[src/source/lsuPkg.sv]
// Load/store unit shared types
// Widths, operation encodings and FSM states

package lsuPkg;

  // Fixed RV32 data path
  localparam int xlen = 32;
  localparam int adrBits = 32;
  localparam int maskBits = xlen / 8;

  // Kind of memory operation requested by the core
  typedef enum logic [1:0] {
    opLoad             = 2'b00,
    opStore            = 2'b01,
    opLoadReserved     = 2'b10,
    opStoreConditional = 2'b11
  } memOp;

  // Access size, encoded as the RISC-V funct3 field of loads and stores
  typedef enum logic [2:0] {
    sizeByte  = 3'b000,
    sizeHalf  = 3'b001,
    sizeWord  = 3'b010,
    sizeByteU = 3'b100,
    sizeHalfU = 3'b101
  } accessSize;

  // Core-side sequencing in lsuControl
  typedef enum logic [1:0] {
    ctrlIdle,
    ctrlBus,
    ctrlDone
  } ctrlState;

  // External port sequencing in lsuBus
  typedef enum logic [1:0] {
    busIdle,
    busWaitAck,
    busWaitDrop
  } busState;

  // Reverses the byte order of a word, used by both store and load paths
  function automatic logic [xlen-1:0] byteSwap(input logic [xlen-1:0] word);
    logic [xlen-1:0] swapped;
    for (int i = 0; i < maskBits; i++) begin
      swapped[8*i +: 8] = word[8*(maskBits-1-i) +: 8];
    end
    return swapped;
  endfunction

endpackage

[src/source/lsuBusIf.sv]
// Internal memory transaction bundle

`timescale 1ns/1ps

interface lsuBusIf;

  // Four-phase handshake pair
  logic req;
  logic ack;

  // Request payload, held by the controller while req is high
  logic [lsuPkg::adrBits-1:0] adr;
  logic write;
  logic [lsuPkg::xlen-1:0] wdata;
  logic [lsuPkg::maskBits-1:0] mask;

  // Read word returned with ack
  logic [lsuPkg::xlen-1:0] rdata;

  // Controller side issues the request
  modport ctrl (
    output req, adr, write, wdata, mask,
    input  ack, rdata
  );

  // Bus master side answers it
  modport bus (
    input  req, adr, write, wdata, mask,
    output ack, rdata
  );

endinterface

[src/source/subwordWrite.sv]
// Store lane placement and byte mask

`timescale 1ns/1ps

module subwordWrite (
  input  lsuPkg::accessSize size,
  input  logic [1:0] adrLow,
  input  logic bigEndian,
  input  logic [lsuPkg::xlen-1:0] writeData,
  output logic [lsuPkg::xlen-1:0] storeLanes,
  output logic [lsuPkg::maskBits-1:0] storeMask
);

  // Little-endian lanes and mask before the optional swap
  logic [lsuPkg::xlen-1:0] littleLanes;
  logic [lsuPkg::maskBits-1:0] littleMask;
  logic [lsuPkg::maskBits-1:0] swappedMask;

  ////////////////////////////////////////////////////////////
  // Lane replication and mask
  ////////////////////////////////////////////////////////////

  // The value is copied into every lane it could occupy, so the mask alone
  // decides which bytes memory takes
  always_comb begin
    case (size)
      lsuPkg::sizeByte, lsuPkg::sizeByteU: begin
        littleLanes = {4{writeData[7:0]}};
        littleMask = 4'b0001 << adrLow;
      end
      lsuPkg::sizeHalf, lsuPkg::sizeHalfU: begin
        littleLanes = {2{writeData[15:0]}};
        // A half only sits in the low or the high pair of lanes
        littleMask = adrLow[1] ? 4'b1100 : 4'b0011;
      end
      default: begin
        littleLanes = writeData;
        littleMask = 4'b1111;
      end
    endcase
  end

  ////////////////////////////////////////////////////////////
  // Big-endian swap
  ////////////////////////////////////////////////////////////

  // Mask bits follow their bytes when the lanes are reversed
  always_comb begin
    for (int i = 0; i < lsuPkg::maskBits; i++) begin
      swappedMask[i] = littleMask[lsuPkg::maskBits-1-i];
    end
  end

  // Memory then holds the word in big-endian order
  assign storeLanes = bigEndian ? lsuPkg::byteSwap(littleLanes) : littleLanes;
  assign storeMask = bigEndian ? swappedMask : littleMask;

endmodule

[src/source/subwordRead.sv]
// Load extraction and extension

`timescale 1ns/1ps

module subwordRead (
  input  logic [lsuPkg::xlen-1:0] word,
  input  lsuPkg::accessSize size,
  input  logic [1:0] adrLow,
  input  logic bigEndian,
  output logic [lsuPkg::xlen-1:0] loadValue
);

  // Word in little-endian byte order, as the core sees it
  logic [lsuPkg::xlen-1:0] littleWord;
  logic [7:0] byteSel;
  logic [15:0] halfSel;

  // Undo the big-endian layout first so the lane choice below is the same
  // for both byte orders
  assign littleWord = bigEndian ? lsuPkg::byteSwap(word) : word;

  ////////////////////////////////////////////////////////////
  // Lane selection
  ////////////////////////////////////////////////////////////

  always_comb begin
    case (adrLow)
      2'b00: byteSel = littleWord[7:0];
      2'b01: byteSel = littleWord[15:8];
      2'b10: byteSel = littleWord[23:16];
      default: byteSel = littleWord[31:24];
    endcase
  end

  // Halves are aligned, so only address bit 1 matters here
  assign halfSel = adrLow[1] ? littleWord[31:16] : littleWord[15:0];

  ////////////////////////////////////////////////////////////
  // Sign or zero extension
  ////////////////////////////////////////////////////////////

  always_comb begin
    case (size)
      lsuPkg::sizeByte: begin
        loadValue = {{(lsuPkg::xlen-8){byteSel[7]}}, byteSel};
      end
      lsuPkg::sizeByteU: begin
        loadValue = {{(lsuPkg::xlen-8){1'b0}}, byteSel};
      end
      lsuPkg::sizeHalf: begin
        loadValue = {{(lsuPkg::xlen-16){halfSel[15]}}, halfSel};
      end
      lsuPkg::sizeHalfU: begin
        loadValue = {{(lsuPkg::xlen-16){1'b0}}, halfSel};
      end
      default: begin
        // Word loads and LR pass the whole word through
        loadValue = littleWord;
      end
    endcase
  end

endmodule

[src/source/lsuBus.sv]
// External memory port master

`timescale 1ns/1ps

module lsuBus (
  input  logic clk,
  input  logic reset,
  lsuBusIf.bus txn,
  output logic busReq,
  input  logic busAck,
  output logic [lsuPkg::adrBits-1:0] busAdr,
  output logic busWrite,
  output logic [lsuPkg::xlen-1:0] busWdata,
  output logic [lsuPkg::maskBits-1:0] busMask,
  input  logic [lsuPkg::xlen-1:0] busRdata
);

  lsuPkg::busState state;

  // Start only on a fresh request, with the external port fully idle
  logic startTxn;
  // External slave answered the current request
  logic slaveAck;
  // Both sides have returned to idle
  logic bothDropped;

  assign startTxn = (state == lsuPkg::busIdle) & txn.req & ~txn.ack & ~busAck;
  assign slaveAck = (state == lsuPkg::busWaitAck) & busAck;
  assign bothDropped = (state == lsuPkg::busWaitDrop) & ~busAck & ~txn.req;

  ////////////////////////////////////////////////////////////
  // Handshake FSM
  ////////////////////////////////////////////////////////////

  always_ff @(posedge clk) begin
    if (reset) begin
      state <= lsuPkg::busIdle;
      busReq <= 1'b0;
      txn.ack <= 1'b0;
    end else begin
      case (state)
        lsuPkg::busIdle: begin
          if (startTxn) begin
            busReq <= 1'b1;
            state <= lsuPkg::busWaitAck;
          end
        end
        lsuPkg::busWaitAck: begin
          // Our request drops in the same cycle that the controller sees ack
          if (slaveAck) begin
            busReq <= 1'b0;
            txn.ack <= 1'b1;
            state <= lsuPkg::busWaitDrop;
          end
        end
        lsuPkg::busWaitDrop: begin
          // The external slave and the controller may release in either order
          if (bothDropped) begin
            txn.ack <= 1'b0;
            state <= lsuPkg::busIdle;
          end
        end
        default: begin
          state <= lsuPkg::busIdle;
        end
      endcase
    end
  end

  ////////////////////////////////////////////////////////////
  // Payload registers
  ////////////////////////////////////////////////////////////

  // Loaded only when a transaction starts, so the port is steady while busReq is high
  always_ff @(posedge clk) begin
    if (startTxn) begin
      busAdr <= txn.adr;
      busWrite <= txn.write;
      busWdata <= txn.wdata;
      busMask <= txn.mask;
    end
    // Read word is taken with the slave's ack and held for the controller
    if (slaveAck) begin
      txn.rdata <= busRdata;
    end
  end

endmodule

[src/source/lsuControl.sv]
// Core handshake, fault check and LR/SC reservation

`timescale 1ns/1ps

module lsuControl (
  input  logic clk,
  input  logic reset,
  input  logic memReq,
  output logic memAck,
  input  lsuPkg::memOp memOp,
  input  lsuPkg::accessSize size,
  input  logic [lsuPkg::adrBits-1:0] adr,
  input  logic [lsuPkg::xlen-1:0] storeLanes,
  input  logic [lsuPkg::maskBits-1:0] storeMask,
  input  logic [lsuPkg::xlen-1:0] loadValue,
  output logic loadMisaligned,
  output logic storeMisaligned,
  output logic scFail,
  output logic [lsuPkg::xlen-1:0] readData,
  lsuBusIf.ctrl txn,
  output logic [lsuPkg::xlen-1:0] wordOut
);

  lsuPkg::ctrlState state;

  // Operation decode
  logic isRead, isWrite, isLr, isSc;
  logic halfAccess, wordAccess, misaligned;

  // Reservation on one word address
  logic resValid;
  logic [lsuPkg::adrBits-3:0] resAdr;
  logic resHit, scReject;

  // FSM events
  logic startOp, quickDone, busStart, ackSeen, busFinish;

  ////////////////////////////////////////////////////////////
  // Decode and alignment check
  ////////////////////////////////////////////////////////////

  assign isLr = memOp == lsuPkg::opLoadReserved;
  assign isSc = memOp == lsuPkg::opStoreConditional;
  assign isRead = (memOp == lsuPkg::opLoad) | isLr;
  assign isWrite = (memOp == lsuPkg::opStore) | isSc;

  // LR and SC are word operations whatever the size field says
  assign halfAccess = (size == lsuPkg::sizeHalf) | (size == lsuPkg::sizeHalfU);
  assign wordAccess = (size == lsuPkg::sizeWord) | isLr | isSc;
  assign misaligned = (wordAccess & (|adr[1:0])) | (halfAccess & adr[0]);

  // An SC goes to memory only with a live reservation on its own word
  assign resHit = resValid & (resAdr == adr[lsuPkg::adrBits-1:2]);
  assign scReject = isSc & ~resHit & ~misaligned;

  // Faults and rejected SCs finish without a bus transaction
  assign startOp = (state == lsuPkg::ctrlIdle) & memReq;
  assign quickDone = startOp & (misaligned | scReject);
  assign busStart = startOp & ~misaligned & ~scReject;

  // The bus master returns data first and both handshake lines go low after it
  assign ackSeen = (state == lsuPkg::ctrlBus) & txn.req & txn.ack;
  assign busFinish = (state == lsuPkg::ctrlBus) & ~txn.req & ~txn.ack;

  ////////////////////////////////////////////////////////////
  // Control FSM and reservation
  ////////////////////////////////////////////////////////////

  always_ff @(posedge clk) begin
    if (reset) begin
      state <= lsuPkg::ctrlIdle;
      memAck <= 1'b0;
      txn.req <= 1'b0;
      resValid <= 1'b0;
    end else begin
      case (state)
        lsuPkg::ctrlIdle: begin
          if (quickDone) begin
            memAck <= 1'b1;
            state <= lsuPkg::ctrlDone;
          end else if (busStart) begin
            txn.req <= 1'b1;
            state <= lsuPkg::ctrlBus;
          end
        end
        lsuPkg::ctrlBus: begin
          // memAck waits until the internal handshake has fully closed
          if (ackSeen) begin
            txn.req <= 1'b0;
          end else if (busFinish) begin
            memAck <= 1'b1;
            state <= lsuPkg::ctrlDone;
          end
        end
        lsuPkg::ctrlDone: begin
          if (!memReq) begin
            memAck <= 1'b0;
            state <= lsuPkg::ctrlIdle;
          end
        end
        default: begin
          state <= lsuPkg::ctrlIdle;
        end
      endcase
      // Every SC ends the reservation, as does a store that hits its word
      if (startOp & (isSc | (isWrite & resHit))) begin
        resValid <= 1'b0;
      end else if (startOp & isLr & ~misaligned) begin
        resValid <= 1'b1;
      end
    end
  end

  ////////////////////////////////////////////////////////////
  // Request and result registers
  ////////////////////////////////////////////////////////////

  always_ff @(posedge clk) begin
    // A faulting LR leaves any live reservation where it was
    if (startOp & isLr & ~misaligned) begin
      resAdr <= adr[lsuPkg::adrBits-1:2];
    end
    // The word-aligned request is held for the whole internal transaction
    if (busStart) begin
      txn.adr <= {adr[lsuPkg::adrBits-1:2], 2'b00};
      txn.write <= isWrite;
      txn.wdata <= storeLanes;
      txn.mask <= storeMask;
    end
    if (ackSeen) begin
      wordOut <= txn.rdata;
    end
    // A rejected SC reports 1 in readData and a fault reports 0
    if (quickDone) begin
      readData <= {{(lsuPkg::xlen-1){1'b0}}, scReject};
      loadMisaligned <= misaligned & isRead;
      storeMisaligned <= misaligned & isWrite;
      scFail <= scReject;
    end
    // loadValue is built from the wordOut captured at least a cycle earlier
    if (busFinish) begin
      readData <= isRead ? loadValue : '0;
      loadMisaligned <= 1'b0;
      storeMisaligned <= 1'b0;
      scFail <= 1'b0;
    end
  end

endmodule

[src/source/lsu.sv]
// Load/store unit top level

`timescale 1ns/1ps

module lsu (
  input  logic clk,
  input  logic reset,
  // Core request and result
  input  logic memReq,
  output logic memAck,
  input  lsuPkg::memOp memOp,
  input  lsuPkg::accessSize size,
  input  logic [lsuPkg::adrBits-1:0] adr,
  input  logic [lsuPkg::xlen-1:0] writeData,
  input  logic bigEndian,
  output logic [lsuPkg::xlen-1:0] readData,
  output logic loadMisaligned,
  output logic storeMisaligned,
  output logic scFail,
  // External memory port
  output logic busReq,
  input  logic busAck,
  output logic [lsuPkg::adrBits-1:0] busAdr,
  output logic busWrite,
  output logic [lsuPkg::xlen-1:0] busWdata,
  output logic [lsuPkg::maskBits-1:0] busMask,
  input  logic [lsuPkg::xlen-1:0] busRdata
);

  // Data path between the subword blocks and the controller
  logic [lsuPkg::xlen-1:0] storeLanes;
  logic [lsuPkg::maskBits-1:0] storeMask;
  logic [lsuPkg::xlen-1:0] loadValue;
  logic [lsuPkg::xlen-1:0] wordOut;

  lsuBusIf txn();

  ////////////////////////////////////////////////////////////
  // Subword data path
  ////////////////////////////////////////////////////////////

  subwordWrite storeAlign (
    .size(size),
    .adrLow(adr[1:0]),
    .bigEndian(bigEndian),
    .writeData(writeData),
    .storeLanes(storeLanes),
    .storeMask(storeMask)
  );

  // Works on the captured bus word while the core holds size and address
  subwordRead loadAlign (
    .word(wordOut),
    .size(size),
    .adrLow(adr[1:0]),
    .bigEndian(bigEndian),
    .loadValue(loadValue)
  );

  ////////////////////////////////////////////////////////////
  // Control and bus
  ////////////////////////////////////////////////////////////

  lsuControl control (
    .clk(clk),
    .reset(reset),
    .memReq(memReq),
    .memAck(memAck),
    .memOp(memOp),
    .size(size),
    .adr(adr),
    .storeLanes(storeLanes),
    .storeMask(storeMask),
    .loadValue(loadValue),
    .loadMisaligned(loadMisaligned),
    .storeMisaligned(storeMisaligned),
    .scFail(scFail),
    .readData(readData),
    .txn(txn.ctrl),
    .wordOut(wordOut)
  );

  lsuBus busMaster (
    .clk(clk),
    .reset(reset),
    .txn(txn.bus),
    .busReq(busReq),
    .busAck(busAck),
    .busAdr(busAdr),
    .busWrite(busWrite),
    .busWdata(busWdata),
    .busMask(busMask),
    .busRdata(busRdata)
  );

endmodule

[config.mk]
export PLATFORM = sky130hd
export DESIGN_NAME = lsu
export DESIGN_NICKNAME = d
export VERILOG_FILES = /design/src/source/lsuPkg.sv /design/src/source/lsuBusIf.sv /design/src/source/subwordWrite.sv /design/src/source/subwordRead.sv /design/src/source/lsuBus.sv /design/src/source/lsuControl.sv /design/src/source/lsu.sv
export SDC_FILE = /design/constraint.sdc
export NUM_CORES = 1
export LEC_CHECK = 0
export ABC_AREA = 1
export BUFFER_PORTS_ARGS = -buffer_cell sky130_fd_sc_hd__buf_4
export CAP_MARGIN = 0
export CORE_ASPECT_RATIO = 1.5
export CORE_MARGIN = 4
export CORE_UTILIZATION = 50
export CTS_CLUSTER_SIZE = 25
export DETAILED_ROUTE_END_ITERATION = 8
export GPL_ROUTABILITY_DRIVEN = 0
export GPL_TIMING_DRIVEN = 0
export PLACE_DENSITY = 0.73
export RECOVER_POWER = 100
export SLEW_MARGIN = 40
export SYNTH_ARGS = -nofsm -noshare
export SYNTH_HDL_FRONTEND = slang
export SYNTH_SLANG_ARGS = --single-unit
[constraint.sdc]
create_clock -name clk -period 14.04 [get_ports clk]
set_input_delay 2.808 -clock clk [delete_from_list [all_inputs] [get_ports clk]]
set_output_delay 2.808 -clock clk [all_outputs]
set_load 0.005 [all_outputs]
==> results of run 1 <==
[worst reg2reg max path: stages, from the launching register on]
cell      delay, ns
dfxtp_1        0.31
inv_1          0.11
ha_1           0.15
inv_1          0.05
nor4_1         0.79
clkbuf_1       0.34
clkbuf_1       0.27
clkbuf_1       0.30
clkbuf_1       0.32
clkbuf_1       0.35
clkbuf_1       0.37
clkbuf_1       0.31
clkbuf_1       0.24
[path summary, 6_finish.rpt]
path | start | endpoint | slack, ns | cells after the start
setup / recovery | size[1] | control.txn.wdata[11]$_DFFE_PP_ | 7.43 | 9
hold / removal | busMaster.txn.rdata[14]$_DFFE_PP_ | control.wordOut[14]$_DFFE_PP_ | 0.42 | 0
setup reg to reg | busMaster.state[1]$_SDFFE_PP0P_ | busMaster.busWdata[26]$_DFFE_PP_ | 9.82 | 12
hold reg to reg | busMaster.txn.rdata[14]$_DFFE_PP_ | control.wordOut[14]$_DFFE_PP_ | 0.42 | 0
[flip-flops by register name, summed over array words and instances (netlist names), 4 cells and up]
name and cells:
busMaster.busWdata 32, busMaster.txn.rdata 32, busMaster.busMask 4, control.wordOut 32
control.txn.mask 4, control.readData 32, busMaster.busAdr 30, control.txn.adr 30
control.resAdr 30, control.txn.wdata 32
[final cells by class]
class                      count  area (µm²)  area share
sequential                   272        8050       0.599
multi-input combinational    457        2190       0.163
timing repair buffer         230        1430       0.106
clock buffer                  29         641      0.0477
inverter                     134         504      0.0375
tap                          268         335      0.0250
clock inverter                14         160      0.0119
buffer                        27         130     0.00968
[cell usage in the layout, fill, tap and decap left out, types with 18 or more instances in the layout]
cell and n:
a21oi_1 18, clkbuf_1 97, clkbuf_4 112, edfxtp_1 260
buf_4 43, o21ai_0 90, nor2_1 32, nand2_1 216
inv_1 131, clkbuf_16 25
[power groups by stage]
stage	logic (mW)	registers, mW	clock network [mW]
6_report	0.182	0.968	0.664
5_1_grt	0.204	0.973	0.718
4_1_cts	0.202	0.968	0.679
3_5_place_dp	0.201	0.985	0
3_3_place_gp	0.190	0.990	0
2_1_floorplan	0.0901	0.988	0
[logic make-up after synthesis]
| group | count (synthesis) |
|---|---|
| XOR/XNOR | 6 |
| AO/OA/AOI/OAI | 157 |
| multiplexers | 7 |
| flip-flops | 272 |
| buffers and inverters | 161 |
| adder cells (fa/ha/maj) | 4 |
| other | 1 |
| AND/OR/NAND/NOR | 281 |
[metrics by stage]
| stage | instances | instance area, µm² |
|---|---|---|
| global placement | 1366 | 12800 |
| global route | 1431 | 13400 |
| floorplan | 890 | 10900 |
| finish | 1431 | 13400 |
| CTS | 1431 | 13800 |
| detailed placement | 1388 | 13000 |
[metal layers]
metal | routed length (µm) | part of all wire | GRT usage
met1 | 8580 | 0.36 | 0.233
met2 | 12300 | 0.51 | 0.349
met3 | 1940 | 0.081 | 0.0308
met4 | 1120 | 0.047 | 0.0877
met5 | 0 | 0 | 0
==> run_results.csv, run 1 <==
group,metric,value,unit
critical_path,start_kind,"input pin",
critical_path,cp.required,14.12,ns
yosys,yosys-top-cells-count,"edfxtp_1 (260), nand2_1 (216), inv_1 (127)",
clock_tree,ctsHoldBuffers,0,
sta,period_needed,6.61,ns
global_route,antenna_found_initial,0,
sta,worst_pin_slew,2.35,ns
clock_tree,cts_tree,"yes",
yosys,async_flop_share,0,
critical_path,path_cells,"clkbuf_1 -> inv_1 -> nand2_1 -> o211ai_1 -> o21a_1 -> nor2_1 -> nand2_1 -> clkinvlp_2 -> clkbuf_1",
power_and_ir_drop,p_total,1.81,mW
critical_path,crit_path_max_incr_delay,1.73,ns
routing,vias_per_cell,5.14,
yosys,synth_flop_cell,"edfxtp_1",
sta,whs,0.415,ns
clock_tree,ctsResizeCount,0,
sta,skew,0.0118,ns
routing,wirelength,23.9,mm
floorplanning,num_io_pins,212,
critical_path,crit_type,"input pin to flop",
routing,dr.pass1.iters,8,
critical_path,critical_path.max_fanout,44,
global_route,grt-ovfl-total,0,
sta,fmax,0.151,GHz
status,status,"finished with violations",
sta,fin_ws,7.43,ns
yosys,synth_compound_area_frac,0.0822,
yosys,synth_fa_ha_area_frac,0.00459,
critical_path,crit_buf_inv,4,
layout,antenna_cells,0,
global_route,first_global_vias,7348,
critical_path,cp_top_family,"buffers and inverters",
sta,relSlewSlack,-0.567,
critical_path,worst_path_max_delay_cell,"clkbuf_1",
clock_tree,clkTransAtPathRegs,0.06,ns
hold_path,hold_class,"flop to flop",
floorplanning,initial_core_util,0.514,
placed_design,dpl.hpwl,18.1,mm
yosys,ys_types,40,
placed_design,pre_cts_slack,8.50,ns
sta,setup_viol,0,
yosys,netlist_area,10900,µm²
global_route,grt_pass1_wl,37.9,mm
clock_tree,clk_latency,0.51,ns
yosys,syn_area_per_cell,12.3,µm²
yosys,synthTopCellsByArea,"edfxtp_1 (72%), nand2_1 (7.4%), inv_1 (4.4%)",
floorplanning,die_w,129,µm
placed_design,io_buffers,208,
clock_tree,root_buffer,"clkbuf_16",
clock_tree,cts_setup_buffers,0,
sta,maxSlewViolCount,45,
power_and_ir_drop,vdd_drop_max,0.0000854,V
power_and_ir_drop,swShare,0.227,
yosys,yosysMostFrequentCell,"edfxtp_1",
power_and_ir_drop,pwr-share-comb,0.100,
critical_path,crit_path_end_kind,"flop",
floorplanning,rows,65,
power_and_ir_drop,leakagePower,5.39,nW
yosys,synth_top_family_by_area,"simple AND/OR/NAND/NOR gates",
power_and_ir_drop,p_per_area,135,nW/µm²
layout,postLayoutCoreUtil,0.633,
sta,rsz0062_at_grt,"false",
clock_tree,cts_max_level,1,
sta,finalSetupTns,0,ns
routing,vias,7356,
yosys,synth-edff-count,260,
clock_tree,clk_path_buf_depth,3,
job,drv_cap,1,
routing,antenna_left,0,
yosys,synth_area_leader_cell,"edfxtp_1",
floorplanning,die_h,189,µm
yosys,ys_seq_elements,272,
global_route,grt_usage,0.197,
floorplanning,core_area,21200,µm²
power_and_ir_drop,p_clk_frac,0.366,
yosys,synth_simple_gate_area_frac,0.105,
sta,fin_crit_sh,0.471,
clock_tree,numCtsBuffers,24,
status,violations,"capacitance limit, slew limit",
yosys,synthMuxAreaShare,0.00642,
power_and_ir_drop,p_sw,412,µW
yosys,syn_inst,889,
floorplanning,die_area,24300,µm²
yosys,ys_seq_area_frac,0.738,
routing,drcViolationCount,0,
layout,nets,1256,
power_and_ir_drop,internal_power,1.40,mW
routing,drt_first_iter_violations,637,
power_and_ir_drop,p_seq_frac,0.533,
critical_path,worstPathArrival,6.69,ns
layout,syn2layout_area_growth,23.2,%
layout,fillCellCount,1651,
yosys,synth_top_area_frac,0.716,
global_route,grt_max_degree,45,
clock_tree,cts.sink_count,272,
yosys,yosysWarnings,0,
layout,layout-drive-gt1-share,0.182,
yosys,synth-xor-area-share,0.00482,
routing,wl_per_cell,16.7,µm
sta,finalHoldViolCount,0,
Note: power is estimated with default switching activity, not from simulation.
==> inputs of run 2 (changes only) <==
--- a/config.mk
+++ b/config.mk
@@ -15,7 +15,7 @@
 export DETAILED_ROUTE_END_ITERATION = 8
 export GPL_ROUTABILITY_DRIVEN = 0
 export GPL_TIMING_DRIVEN = 0
-export PLACE_DENSITY = 0.73
+export PLACE_DENSITY = 0.76
 export RECOVER_POWER = 100
 export SLEW_MARGIN = 40
 export SYNTH_ARGS = -nofsm -noshare
==> constraint.sdc (replaced) <==
create_clock -name clk -period 5.5 [get_ports clk]
set_input_delay 1.1 -clock clk [delete_from_list [all_inputs] [get_ports clk]]
set_output_delay 1.1 -clock clk [all_outputs]
set_load 0.005 [all_outputs]
==> run_results.csv, run 2 (synthesized netlist as in run 1, its figures left out) <==
group,metric,value,unit
status,status,"finished with violations",
status,violations,"capacitance limit, slew limit",
routing,wirelength,24.0,mm
global_route,grt_usage,0.194,
global_route,grt_pass1_wl,37.0,mm
floorplanning,rows,65,
clock_tree,root_buffer,"clkbuf_16",
power_and_ir_drop,leakagePower,5.40,nW
placed_design,place_area,12900,µm²
clock_tree,clkTransAtPathRegs,0.06,ns
global_route,first_global_vias,7305,
layout,fin_area,13400,µm²
global_route,use_met3,0.0319,
clock_tree,clk_latency,0.52,ns
routing,antenna_left,0,
routing,dr.pass1.iters,8,
placed_design,dpl.cell_count,1381,
global_route,grt_use_met2,0.340,
clock_tree,numCtsBuffers,24,
floorplanning,num_io_pins,212,
clock_tree,ctsHoldBuffers,0,
clock_tree,clk_path_buf_depth,3,
hold_path,hold_class,"flop to flop",
global_route,grt-ovfl-total,0,
placed_design,io_buffers,208,
sta,fin_ws,1.56,ns
clock_tree,cts.sink_count,272,
clock_tree,cts_setup_buffers,0,
critical_path,start_kind,"input pin",
global_route,antenna_found_initial,0,
routing,vias_per_cell,5.17,
floorplanning,die_h,189,µm
sta,whs,0.415,ns
global_route,grt_max_degree,43,
sta,maxSlewViolCount,9,
clock_tree,ctsResizeCount,0,
sta,setup_viol,0,
critical_path,worstPathArrival,4.17,ns
layout,syn2layout_area_growth,23.2,%
job,drv_cap,1,
layout,final_common_cell,"edfxtp_1",
layout,layout.cells.non_filler,1424,
critical_path,crit_path_end_kind,"flop",
critical_path,crit_type,"input pin to flop",
routing,drcViolationCount,0,
critical_path,critical_path.max_fanout,42,
sta,finalHoldViolCount,0,
floorplanning,die_w,129,µm
floorplanning,die_area,24300,µm²
sta,fmax,0.254,GHz
sta,rsz0062_at_grt,"false",
global_route,grt-busiest-layer,"met2",
sta,skew,0.0193,ns
floorplanning,core_area,21200,µm²
floorplanning,initial_core_util,0.514,
power_and_ir_drop,vdd_drop_max,0.000281,V
sta,relSlewSlack,-0.224,
routing,drt_first_iter_violations,805,
clock_tree,cts_max_level,1,
placed_design,dpl.hpwl,17.9,mm
power_and_ir_drop,p_per_area,346,nW/µm²
sta,worst_pin_slew,1.82,ns
layout,layout-drive-gt1-share,0.184,
routing,vias,7359,
layout,final_cell_mix,"edfxtp_1 (260), nand2_1 (216), inv_1 (131)",
routing,wl_per_cell,16.8,µm
sta,finalSetupTns,0,ns
global_route,use_met1,0.222,
layout,nets,1249,
layout,antenna_cells,0,
sta,fin_crit_sh,0.716,
placed_design,pre_cts_slack,2.14,ns
critical_path,cp.required,5.73,ns
clock_tree,cts_tree,"yes",
sta,period_needed,3.94,ns
-- run 2: metal layers --
metal,part of all wire,vias up
li1,-,3532
met1,0.35,3353
met2,0.51,386
met3,0.089,88
met4,0.057,0
met5,0,-
-- run 2: layout make-up --
| type | count | area [µm²] |
|---|---|---|
| Tap cell | 268 | 335 |
| Inverter | 134 | 504 |
| Clock buffer | 26 | 629 |
| Buffer | 27 | 130 |
| Timing Repair Buffer | 223 | 1420 |
| Multi-Input combinational cell | 457 | 2190 |
| Clock inverter | 17 | 181 |
| Fill cell | 1638 | 7780 |
| Sequential cell | 272 | 8050 |
-- run 2: report_power, final --
part           switching (mW)  internal, mW  total [mW]
registers              0.0456          2.43        2.47
clock network           0.698          1.01        1.71
logic                   0.288         0.179       0.467
total                    1.03          3.62        4.65
-- run 2: critical path: stages --
cell and delay [ns]:
clkbuf_1 0.19, inv_1 0.28, nand2_1 0.28, o211ai_1 0.25
o21a_1 0.24, nor2_1 0.06, nand2_1 0.11, clkinvlp_2 1.05
buf_12 0.59
-- run 2: path summary, 6_finish.rpt --
check / from / end / slack (ns) / depth (start not counted)
min reg2reg: control.txn.adr[29]$_DFFE_PP_ / busMaster.busAdr[29]$_DFFE_PP_ / 0.41 / 0
max: size[1] / control.txn.wdata[25]$_DFFE_PP_ / 1.56 / 9
min: control.txn.adr[29]$_DFFE_PP_ / busMaster.busAdr[29]$_DFFE_PP_ / 0.41 / 0
max reg2reg: busMaster.state[1]$_SDFFE_PP0P_ / busMaster.busWdata[19]$_DFFE_PP_ / 1.78 / 7
-- run 2: per-stage QoR --
stage / power [mW] / util
4_1_cts: 4.73 / 0.648
2_1_floorplan: 2.75 / -
5_1_grt: 4.84 / 0.633
3_5_place_dp: 3.03 / 0.610
3_3_place_gp: 3.00 / 0.604
6_report: 4.65 / 0.633
==> inputs of run 3 (changes only) <==
--- a/config.mk
+++ b/config.mk
@@ -15,7 +15,7 @@
 export DETAILED_ROUTE_END_ITERATION = 8
 export GPL_ROUTABILITY_DRIVEN = 0
 export GPL_TIMING_DRIVEN = 0
-export PLACE_DENSITY = 0.76
+export PLACE_DENSITY = 0.73
 export RECOVER_POWER = 100
 export SLEW_MARGIN = 40
 export SYNTH_ARGS = -nofsm -noshare
==> constraint.sdc (replaced) <==
create_clock -name clk -period 3.91 [get_ports clk]
set_input_delay 0.782 -clock clk [delete_from_list [all_inputs] [get_ports clk]]
set_output_delay 0.782 -clock clk [all_outputs]
set_load 0.005 [all_outputs]
==> run_results.csv, run 3 (synthesized netlist as in run 1, its figures left out) <==
group,metric,value,unit
status,status,"completed",
layout,final_common_cell,"edfxtp_1",
routing,vias,7255,
layout,nets,1245,
sta,fin_ws,0.933,ns
clock_tree,ctsHoldBuffers,0,
hold_path,min_to,"control.wordOut[1]$_DFFE_PP_",
routing,drt_first_iter_violations,731,
sta,relSlewSlack,0.236,
layout,antenna_cells,0,
sta,fmax,0.336,GHz
sta,fin_crit_sh,0.761,
routing,wirelength,23.9,mm
routing,antenna_left,0,
clock_tree,clkTransAtPathRegs,0.06,ns
hold_path,min_path_cells,0,
routing,dr.pass1.iters,6,
critical_path,reg2reg_to,"busMaster.busWdata[18]$_DFFE_PP_",
critical_path,worst_path_max_delay_cell,"a21boi_0",
critical_path,critical_path.max_fanout,10,
power_and_ir_drop,leakagePower,5.41,nW
critical_path,reg2reg_depth,9,
hold_path,hold_class,"flop to flop",
critical_path,worstReg2RegStart,"busMaster.state[1]$_SDFFE_PP0P_",
floorplanning,num_io_pins,212,
critical_path,worst-r2r-setup-slack,1.03,ns
placed_design,dpl.hpwl,18.2,mm
critical_path,cp.required,4.17,ns
floorplanning,rows,65,
floorplanning,die_h,189,µm
clock_tree,clk_path_buf_depth,3,
floorplanning,die_w,129,µm
sta,maxSlewViolCount,0,
hold_path,min_from,"busMaster.txn.rdata[1]$_DFFE_PP_",
global_route,antenna_found_initial,0,
job,drv_cap,0,
clock_tree,cts.sink_count,272,
routing,wl_per_cell,16.8,µm
clock_tree,ctsResizeCount,0,
floorplanning,die_area,24300,µm²
global_route,grt_pass1_wl,36.7,mm
clock_tree,clk_latency,0.51,ns
layout,postLayoutCoreUtil,0.633,
critical_path,crit_path_max_incr_delay,0.68,ns
critical_path,crit_buf_inv,4,
clock_tree,cts_max_level,1,
layout,layout-drive-gt1-share,0.185,
critical_path,crit_type,"input pin to flop",
sta,worst_pin_slew,1.14,ns
sta,skew,0.00938,ns
critical_path,worstPathArrival,3.24,ns
clock_tree,cts_setup_buffers,0,
layout,seqCellArea,8050,µm²
sta,finalHoldViolCount,0,
critical_path,cp_top_family,"buffers and inverters",
layout,fillCellCount,1699,
global_route,grt_usage,0.192,
global_route,grt-ovfl-total,0,
global_route,grt_max_degree,47,
placed_design,pre_cts_slack,0.823,ns
critical_path,path_cells,"clkbuf_1 -> inv_1 -> nand3_1 -> nand3_1 -> nand4_1 -> a21boi_0 -> clkbuf_1 -> o21ai_0 -> nand2_1 -> inv_1",
clock_tree,root_buffer,"clkbuf_16",
sta,setup_viol,0,
power_and_ir_drop,vdd_drop_max,0.000546,V
power_and_ir_drop,p_per_area,484,nW/µm²
clock_tree,numCtsBuffers,24,
layout,syn2layout_area_growth,23.2,%
clock_tree,cts_tree,"yes",
layout,multi_input_area,2210,µm²
routing,drcViolationCount,0,
floorplanning,core_area,21200,µm²
global_route,first_global_vias,7272,
floorplanning,initial_core_util,0.514,
routing,vias_per_cell,5.11,
sta,period_needed,2.98,ns
critical_path,crit_path_end_kind,"flop",
sta,rsz0062_at_grt,"false",
critical_path,start_kind,"input pin",
layout,final_cell_mix,"edfxtp_1 (260), nand2_1 (215), inv_1 (132)",
placed_design,io_buffers,208,
-- run 3: layer usage --
metal  wire, µm  GRT usage  part of all wire  vias up
met3       1980     0.0336             0.083       71
li1           -          -                 -     3522
met1       8640      0.220              0.36     3330
met5          0          0                 0        -
met2      12000      0.338              0.50      332
met4       1230      0.101             0.052        0
-- run 3: cell type report --
type / count / share of cell area
flip-flops and latches: 272 / 0.599
clock buffers: 28 / 0.0474
inverters: 134 / 0.0376
well taps: 268 / 0.0250
plain buffers: 27 / 0.00968
multi-input cells: 457 / 0.165
repair buffers: 219 / 0.104
clock inverters: 16 / 0.0125
-- run 3: power by group --
group	internal (mW)	switching (mW)	leakage, nW	total [mW]
Clock	1.38	1.00	0.397	2.38
Combinational	0.249	0.411	2.52	0.660
Sequential	3.41	0.0641	2.49	3.48
-- run 3: metrics by stage --
stage / hold slack, ns / instance area, µm² / total power, mW / setup TNS [ns] / std cells
5_1_grt: 0.426 / 13400 / 6.79 / 0 / 1421
2_1_floorplan: 0.400 / 10900 / 3.87 / 0 / 890
4_1_cts: 0.419 / 13800 / 6.64 / 0 / 1421
3_5_place_dp: 0.405 / 12900 / 4.27 / 0 / 1377
6_report: 0.417 / 13400 / 6.51 / 0 / 1421
3_3_place_gp: 0.401 / 12800 / 4.23 / -78.94 / 1366
-- run 3: how the worst max path moves through the flow --
| stage | to | start | cells past startpoint | slack [ns] |
|---|---|---|---|---|
| final | control.readData[29]$_SDFFCE_PN0P_ | adr[1] | 10 | 0.93 |
| after global routing | busMaster.busWdata[11]$_DFFE_PP_ | busMaster.state[1]$_SDFFE_PP0P_ | 9 | 0.78 |
| after CTS | busMaster.busWdata[10]$_DFFE_PP_ | busMaster.state[1]$_SDFFE_PP0P_ | 9 | 1.25 |
| after detailed placement | control.readData[4]$_SDFFCE_PN0P_ | size[1] | 9 | 0.82 |
| after global placement | busMaster.state[1]$_SDFFE_PP0P_ | busAck | 6 | -1.00 |
| after floorplan | busMaster.state[1]$_SDFFE_PP0P_ | busAck | 5 | 0.12 |
